==> config.mk <==
export PLATFORM = sky130hd
export DESIGN_NAME = rs_alu_top
export DESIGN_NICKNAME = d
export VERILOG_FILES = /design/src/verilog/rs_pkg.sv /design/src/verilog/rs_alu_top.sv /design/src/verilog/rs_issue_select.sv /design/src/verilog/rs_wakeup.sv /design/src/verilog/rs_entry_array.sv /design/src/verilog/rs_alloc_ctrl.sv
export VERILOG_INCLUDE_DIRS = /design/src /design/src/verilog
export SDC_FILE = /design/constraint.sdc
export NUM_CORES = 2
export LEC_CHECK = 0
export BUFFER_PORTS_ARGS = -buffer_cell sky130_fd_sc_hd__clkbuf_2
export CAP_MARGIN = 30
export CORE_ASPECT_RATIO = 0.6
export CORE_UTILIZATION = 50
export DETAILED_ROUTE_END_ITERATION = 7
export PLACE_DENSITY = 0.75
export SYNTH_ARGS = -nofsm -noshare
export SYNTH_HDL_FRONTEND = slang
export SYNTH_SLANG_ARGS = --single-unit
export TNS_END_PERCENT = 1
==> constraint.sdc <==
create_clock -name clk -period 9.44 [get_ports clk]
set_input_delay 0.944 -clock clk [delete_from_list [all_inputs] [get_ports clk]]
set_output_delay 0.944 -clock clk [all_outputs]
set_load 0.05 [all_outputs]
==> src/verilog/rs_defs.svh <==
`ifndef RS_DEFS_SVH
`define RS_DEFS_SVH

// dispatch buffer geometry
`define RS_DEPTH    16

// physical register tag
`define RS_TAG_W    8

// result broadcast buses for alu, mul, div and load
`define RS_NUM_WAKE 4

`define RS_XLEN     32  // inst number, pc and immediate
`define RS_ALUOP_W  4

`endif
==> src/verilog/rs_pkg.sv <==
`default_nettype none

`include "rs_defs.svh"

package rs_pkg;

    typedef logic [`RS_TAG_W-1:0]         phys_tag_t;
    typedef logic [`RS_XLEN-1:0]          inst_num_t;
    typedef logic [`RS_XLEN-1:0]          pc_t;
    typedef logic [`RS_XLEN-1:0]          imm_t;
    typedef logic [`RS_ALUOP_W-1:0]       alu_op_t;
    typedef logic [$clog2(`RS_DEPTH)-1:0] rs_idx_t;

    // one instruction as written by dispatch
    typedef struct packed {
        inst_num_t inst_num;
        pc_t       pc;
        phys_tag_t rd;
        alu_op_t   alu_op;
        logic      src1_sel;  // operand selects carried through to the alu
        logic      src2_sel;
        imm_t      imm;
        phys_tag_t src1_tag;
        phys_tag_t src2_tag;
    } dispatch_t;

    typedef struct packed {
        logic      valid;
        phys_tag_t tag;
    } wake_t;

    // element 3 is the load bus
    typedef wake_t [`RS_NUM_WAKE-1:0] wake_bus_t;

    typedef struct packed {
        logic      valid;
        dispatch_t info;
    } issue_t;

endpackage

`default_nettype wire

==> src/verilog/rs_alu_top.sv <==
`default_nettype none

`include "rs_defs.svh"

module rs_alu_top (
    input  logic              clk,
    input  logic              rst,
    input  logic              flush,
    input  logic              dispatch_valid,
    input  rs_pkg::dispatch_t dispatch,
    input  logic [1:0]        src_ready,
    input  rs_pkg::wake_bus_t wake,
    output rs_pkg::issue_t    issue,
    output logic              full
);
    import rs_pkg::*;

    logic                         clear;
    logic                         alloc_en;
    rs_idx_t                      tail;
    rs_idx_t                      head;
    logic [`RS_DEPTH-1:0]         busy;
    logic [`RS_DEPTH-1:0]         ready1;
    logic [`RS_DEPTH-1:0]         ready2;
    logic [`RS_DEPTH-1:0]         set1;
    logic [`RS_DEPTH-1:0]         set2;
    logic [1:0]                   new_ready;
    dispatch_t [`RS_DEPTH-1:0]    entries;
    logic                         issue_fire;
    rs_idx_t                      issue_idx;

    assign clear = rst | flush;  // flush drops everything in flight

    rs_alloc_ctrl u_alloc (
        .clk(clk), .clear(clear), .dispatch_valid(dispatch_valid), .busy(busy),
        .alloc_en(alloc_en), .tail(tail), .head(head), .full(full)
    );

    rs_entry_array u_array (
        .clk(clk), .clear(clear), .alloc_en(alloc_en), .tail(tail),
        .dispatch(dispatch), .new_ready(new_ready), .set1(set1), .set2(set2),
        .issue_fire(issue_fire), .issue_idx(issue_idx),
        .busy(busy), .ready1(ready1), .ready2(ready2), .entries(entries)
    );

    rs_wakeup u_wakeup (
        .entries(entries), .busy(busy), .ready1(ready1), .ready2(ready2),
        .dispatch(dispatch), .src_ready(src_ready), .wake(wake),
        .set1(set1), .set2(set2), .new_ready(new_ready)
    );

    rs_issue_select u_select (
        .clk(clk), .clear(clear), .head(head), .busy(busy), .ready1(ready1),
        .ready2(ready2), .entries(entries), .issue_fire(issue_fire),
        .issue_idx(issue_idx), .issue(issue)
    );

endmodule

`default_nettype wire

==> src/verilog/rs_issue_select.sv <==
`default_nettype none

`include "rs_defs.svh"

module rs_issue_select (
    input  logic                              clk,
    input  logic                              clear,
    input  rs_pkg::rs_idx_t                   head,
    input  logic [`RS_DEPTH-1:0]              busy,
    input  logic [`RS_DEPTH-1:0]              ready1,
    input  logic [`RS_DEPTH-1:0]              ready2,
    input  rs_pkg::dispatch_t [`RS_DEPTH-1:0] entries,
    output logic                              issue_fire,
    output rs_pkg::rs_idx_t                   issue_idx,
    output rs_pkg::issue_t                    issue
);
    import rs_pkg::*;

    logic [`RS_DEPTH-1:0] can_issue;

    assign can_issue = busy & ready1 & ready2;

    // walk from youngest to oldest so the entry nearest head wins
    always_comb begin
        rs_idx_t idx;

        issue_fire = 1'b0;
        issue_idx  = head;
        for (int k = `RS_DEPTH - 1; k >= 0; k--) begin
            idx = head + rs_idx_t'(k);  // wraps with the index width
            if (can_issue[idx]) begin
                issue_fire = 1'b1;
                issue_idx  = idx;
            end
        end
    end

    always_ff @(posedge clk) begin
        if (clear) begin
            issue <= '0;
        end else if (issue_fire) begin
            issue.valid <= 1'b1;
            issue.info  <= entries[issue_idx];
        end else begin
            issue <= '0;  // idle cycles present an all-zero record
        end
    end

    a_issue_from_fire: assert property (@(posedge clk) disable iff (clear)
        issue.valid |-> $past(issue_fire));

endmodule

`default_nettype wire

==> src/verilog/rs_wakeup.sv <==
`default_nettype none

`include "rs_defs.svh"

module rs_wakeup (
    input  rs_pkg::dispatch_t [`RS_DEPTH-1:0] entries,
    input  logic [`RS_DEPTH-1:0]              busy,
    input  logic [`RS_DEPTH-1:0]              ready1,
    input  logic [`RS_DEPTH-1:0]              ready2,
    input  rs_pkg::dispatch_t                 dispatch,
    input  logic [1:0]                        src_ready,
    input  rs_pkg::wake_bus_t                 wake,
    output logic [`RS_DEPTH-1:0]              set1,
    output logic [`RS_DEPTH-1:0]              set2,
    output logic [1:0]                        new_ready
);

    always_comb begin
        set1      = '0;
        set2      = '0;
        new_ready = src_ready;
        for (int b = 0; b < `RS_NUM_WAKE; b++) begin
            if (wake[b].valid) begin
                for (int e = 0; e < `RS_DEPTH; e++) begin
                    if (busy[e] && !ready1[e] && entries[e].src1_tag == wake[b].tag)
                        set1[e] = 1'b1;
                    if (busy[e] && !ready2[e] && entries[e].src2_tag == wake[b].tag)
                        set2[e] = 1'b1;
                end
                // result landing in the dispatch cycle counts as ready
                if (dispatch.src1_tag == wake[b].tag)
                    new_ready[0] = 1'b1;
                if (dispatch.src2_tag == wake[b].tag)
                    new_ready[1] = 1'b1;
            end
        end
    end

endmodule

`default_nettype wire

==> src/verilog/rs_entry_array.sv <==
`default_nettype none

`include "rs_defs.svh"

module rs_entry_array (
    input  logic                                 clk,
    input  logic                                 clear,
    input  logic                                 alloc_en,
    input  rs_pkg::rs_idx_t                      tail,
    input  rs_pkg::dispatch_t                    dispatch,
    input  logic [1:0]                           new_ready,
    input  logic [`RS_DEPTH-1:0]                 set1,
    input  logic [`RS_DEPTH-1:0]                 set2,
    input  logic                                 issue_fire,
    input  rs_pkg::rs_idx_t                      issue_idx,
    output logic [`RS_DEPTH-1:0]                 busy,
    output logic [`RS_DEPTH-1:0]                 ready1,
    output logic [`RS_DEPTH-1:0]                 ready2,
    output rs_pkg::dispatch_t [`RS_DEPTH-1:0]    entries
);

    // payload is written once at allocation
    always_ff @(posedge clk) begin
        if (alloc_en)
            entries[tail] <= dispatch;
    end

    // busy and per-source ready state
    always_ff @(posedge clk) begin
        if (clear) begin
            busy   <= '0;
            ready1 <= '0;
            ready2 <= '0;
        end else begin
            // wakeup only ever targets busy entries
            ready1 <= ready1 | set1;
            ready2 <= ready2 | set2;

            if (alloc_en) begin
                busy[tail]   <= 1'b1;
                ready1[tail] <= new_ready[0];
                ready2[tail] <= new_ready[1];
            end

            if (issue_fire) begin
                busy[issue_idx]   <= 1'b0;  // slot waits for head to retire it
                ready1[issue_idx] <= 1'b0;
                ready2[issue_idx] <= 1'b0;
            end
        end
    end

    // tail must point past the youngest live entry
    a_alloc_free: assert property (@(posedge clk) disable iff (clear)
        alloc_en |-> !busy[tail]);

    a_issue_busy: assert property (@(posedge clk) disable iff (clear)
        issue_fire |-> busy[issue_idx]);

endmodule

`default_nettype wire

==> src/verilog/rs_alloc_ctrl.sv <==
`default_nettype none

`include "rs_defs.svh"

module rs_alloc_ctrl (
    input  logic                 clk,
    input  logic                 clear,
    input  logic                 dispatch_valid,
    input  logic [`RS_DEPTH-1:0] busy,
    output logic                 alloc_en,
    output rs_pkg::rs_idx_t      tail,
    output rs_pkg::rs_idx_t      head,
    output logic                 full
);

    logic [$clog2(`RS_DEPTH):0] count;  // slots between head and tail
    logic                       retire;

    // a dispatch while full is simply lost
    assign alloc_en = dispatch_valid & ~full;
    // free the head slot in order once its entry has issued
    assign retire   = (count != '0) && !busy[head];
    assign full     = count[$clog2(`RS_DEPTH)];  // msb only set at count == depth

    always_ff @(posedge clk) begin
        if (clear) begin
            head  <= '0;
            tail  <= '0;
            count <= '0;
        end else begin
            if (alloc_en)
                tail <= tail + 1'b1;
            if (retire)
                head <= head + 1'b1;
            case ({alloc_en, retire})
                2'b10:   count <= count + 1'b1;
                2'b01:   count <= count - 1'b1;
                default: count <= count;
            endcase
        end
    end

    a_count_bound: assert property (@(posedge clk) disable iff (clear)
        count <= ($clog2(`RS_DEPTH) + 1)'(`RS_DEPTH));

endmodule

`default_nettype wire

==> impl_metrics.tcl <==
set metrics [dict create \
    status "complete, but fails checks" \
    failed_checks "design-rule violations" \
    worst_ep_arrival_time_ps 7380 \
    hpwlAfterDp_um 165000 \
    start_kind "register" \
    ys_seq_elements 2204 \
    finalSetupViolations 0 \
    core_area_mm2 0.200 \
    relSlewSlack 0.276 \
    worst_slew_pin_slew_ps 1080 \
    regArea_mm2 0.0643 \
    cts_tree "built" \
    via_count 64100 \
    antenna_found_initial 30 \
    min_period_ps 6750 \
    p_per_area_mw_per_mm2 229 \
    die_w_um 583 \
    cts_resized 0 \
    die_y_um 351 \
    fill_cells 15600 \
    dr.pass1.iters 8 \
    syn_area_per_cell_um2 13.9 \
    cts_max_level 4 \
    std_cell_rows 127 \
    placed_cells 9675 \
    gr-total-overflow 0 \
    skew_ps 107 \
    finish.net_count 7354 \
    cts_buffers 200 \
    fin_setup_tns_ps 0 \
    grt_setup_unrepaired "false" \
    grt_pass1_wl_um 428000 \
    finish.utilization 0.554 \
    drtIter0Drc 9483 \
    cp_max_fo 34 \
    cp.required_ps 10070 \
    clk_pin_slew_ps 70 \
    grt_usage 0.286 \
    synth.yosys.seq_area_share 0.635 \
    syn_to_final_growth_pct 9.74 \
    async_flop_share 0 \
    vdd_ir_drop_max_uv 170 \
    antenna_left 0 \
    maxCapViolCount 0 \
    fmax_ghz 0.148 \
    totalPowerFinal_uw 25400 \
    ys.flop_type "edfxtp_1" \
    drive_gt1_frac 0.109 \
    root_buffer "clkbuf_16" \
    place_area_mm2 0.104 \
    clockBufferDepth 4 \
    wl_per_cell_um 29.8 \
    slew_viol_final 0 \
    synth_area_mm2 0.101 \
    place.gp.congestion 0.992 \
    initial_core_util 0.505 \
    clock_latency_ps 860 \
    hold_path_class "in2reg" \
    finalCritPeriodShare 0.715 \
    top_level_ports 296 \
    finalNonFillerCells 10000 \
    drc 8 \
    grt_pass1_vias 61000 \
    cts_setup_buffers 0 \
    grt_max_degree 134 \
    port_buffers 295 \
    power_leakage_uw 0.0419 \
    stdcell_area_mm2 0.111 \
    critPathCaptureType "register" \
    wl_um 300000 \
    synth-edff-count 2016 \
    postCtsHoldBufs 0 \
    criticalPathCategory "reg2reg" \
    synth_cell_types 81 \
    hold_violations 0 \
    synth_nets 7452 \
    multi_input_area_mm2 0.0336 \
    cts.sinks 2204 \
    dieArea_mm2 0.204 \
    via_per_inst 6.38 \
    synthCells 7268 \
    synth_warnings 0 \
]
-- worst max-delay path, cell delays in order, from the launching register on --
cell and delay (ps):
dfxtp_1 330, inv_1 300, ha_1 910, inv_1 300, mux4_2 510, a211oi_2 550
mux2i_1 340, o21bai_1 420, nand2_1 210, o211ai_1 200, o211a_4 760, buf_4 640
mux2i_1 280, nand2_1 100, a32o_1 360, a221o_1 350
-- through the flow --
step	hold WS (ps)	worst slack (ps)
2_1_floorplan	487	1930
3_3_place_gp	505	2990
3_5_place_dp	528	2790
4_1_cts	440	2840
5_1_grt	475	2410
6_report	486	2690
-- cell type report --
class / instances / area share
diodes: 10 / 0.000225
clock buffers: 267 / 0.0493
clock inverters: 95 / 0.0100
inverters: 35 / 0.00213
multi-input cells: 4294 / 0.303
flip-flops and latches: 2204 / 0.579
well taps: 2709 / 0.0305
repair buffers: 435 / 0.0260
-- sequential cells by signal, summed over array words and instances (netlist names) --
| signal | cells |
|---|---|
| u_alloc.count | 5 |
| u_alloc.head | 4 |
| u_alloc.tail | 4 |
| u_array.busy | 16 |
| u_array.entries | 2016 |
| u_array.ready1 | 16 |
| u_array.ready2 | 16 |
| u_select.issue | 127 |
-- path summary, 6_finish.rpt --
path | from | end | slack [ps] | depth (start not counted)
worst max-delay path | u_alloc.head[2] | u_select.issue[8] | 2690 | 15
worst min-delay path | dispatch[45] | u_array.entries[297] | 490 | 1
worst max register to register | u_alloc.head[2] | u_select.issue[8] | 2690 | 15
worst min register to register | u_alloc.count[3] | u_alloc.count[3] | 540 | 2
-- kinds of logic after synthesis --
family | Yosys count | share of synthesized area
AND/OR/NAND/NOR | 1207 | 0.0635
XOR/XNOR | 1114 | 0.0965
buffers and inverters | 770 | 0.0331
multiplexers | 936 | 0.0957
adder cells (fa/ha/maj) | 16 | 0.00205
flip-flops | 2204 | 0.635
AO/OA/AOI/OAI | 1021 | 0.0740
-- report_power, final --
| group | switching (uW) | internal, uW | leakage (uW) |
|---|---|---|---|
| logic | 4000 | 2150 | 0.0190 |
| clock network | 3590 | 4710 | 0.00322 |
| registers | 151 | 10800 | 0.0197 |
| total | 7750 | 17700 | 0.0419 |
-- synthesized netlist by cell type (all sizes together), types with 14 or more instances --
cell type	number	area, um^2
a211oi	281	2120
a21oi	308	1540
a221o	125	1250
a22oi	14	105
a31oi	25	156
a32o	123	1230
and2	252	1580
and3	14	87.6
buf	245	1320
clkbuf	490	1900
dfxtp	188	3760
edfxtp	2016	60500
ha	15	188
inv	35	131
mux2i	904	9060
mux4	24	541
nand2	265	995
nand3	75	380
nand4	173	1080
nor2	117	442
nor3	110	551
nor4	155	976
o2111ai	15	131
o21ai	42	210
xnor2	232	2030
xor2	882	7730
-- per-layer routing --
layer	vias up	GRT usage	part of all wire	wire (um)
li1	27100	-	-	-
met1	32200	0.416	0.42	126000
met2	3951	0.413	0.42	127000
met3	774	0.0770	0.12	36100
met4	40	0.0949	0.036	10800
met5	-	0.00440	0.0013	388
-- placed cells by master, fill, tap and decap left out, drive strengths merged, types with 24 or more instances in the layout --
| cell | instances |
|---|---|
| a211oi | 281 |
| a21oi | 308 |
| a221o | 125 |
| a31oi | 25 |
| a32o | 123 |
| and2 | 252 |
| buf | 139 |
| clkbuf | 563 |
| clkinv | 60 |
| dfxtp | 188 |
| edfxtp | 2016 |
| inv | 41 |
| mux2i | 904 |
| mux4 | 24 |
| nand2 | 265 |
| nand3 | 75 |
| nand4 | 173 |
| nor2 | 117 |
| nor3 | 110 |
| nor4 | 155 |
| o21ai | 42 |
| xnor2 | 232 |
| xor2 | 882 |
(Power assumes the default switching activity.)
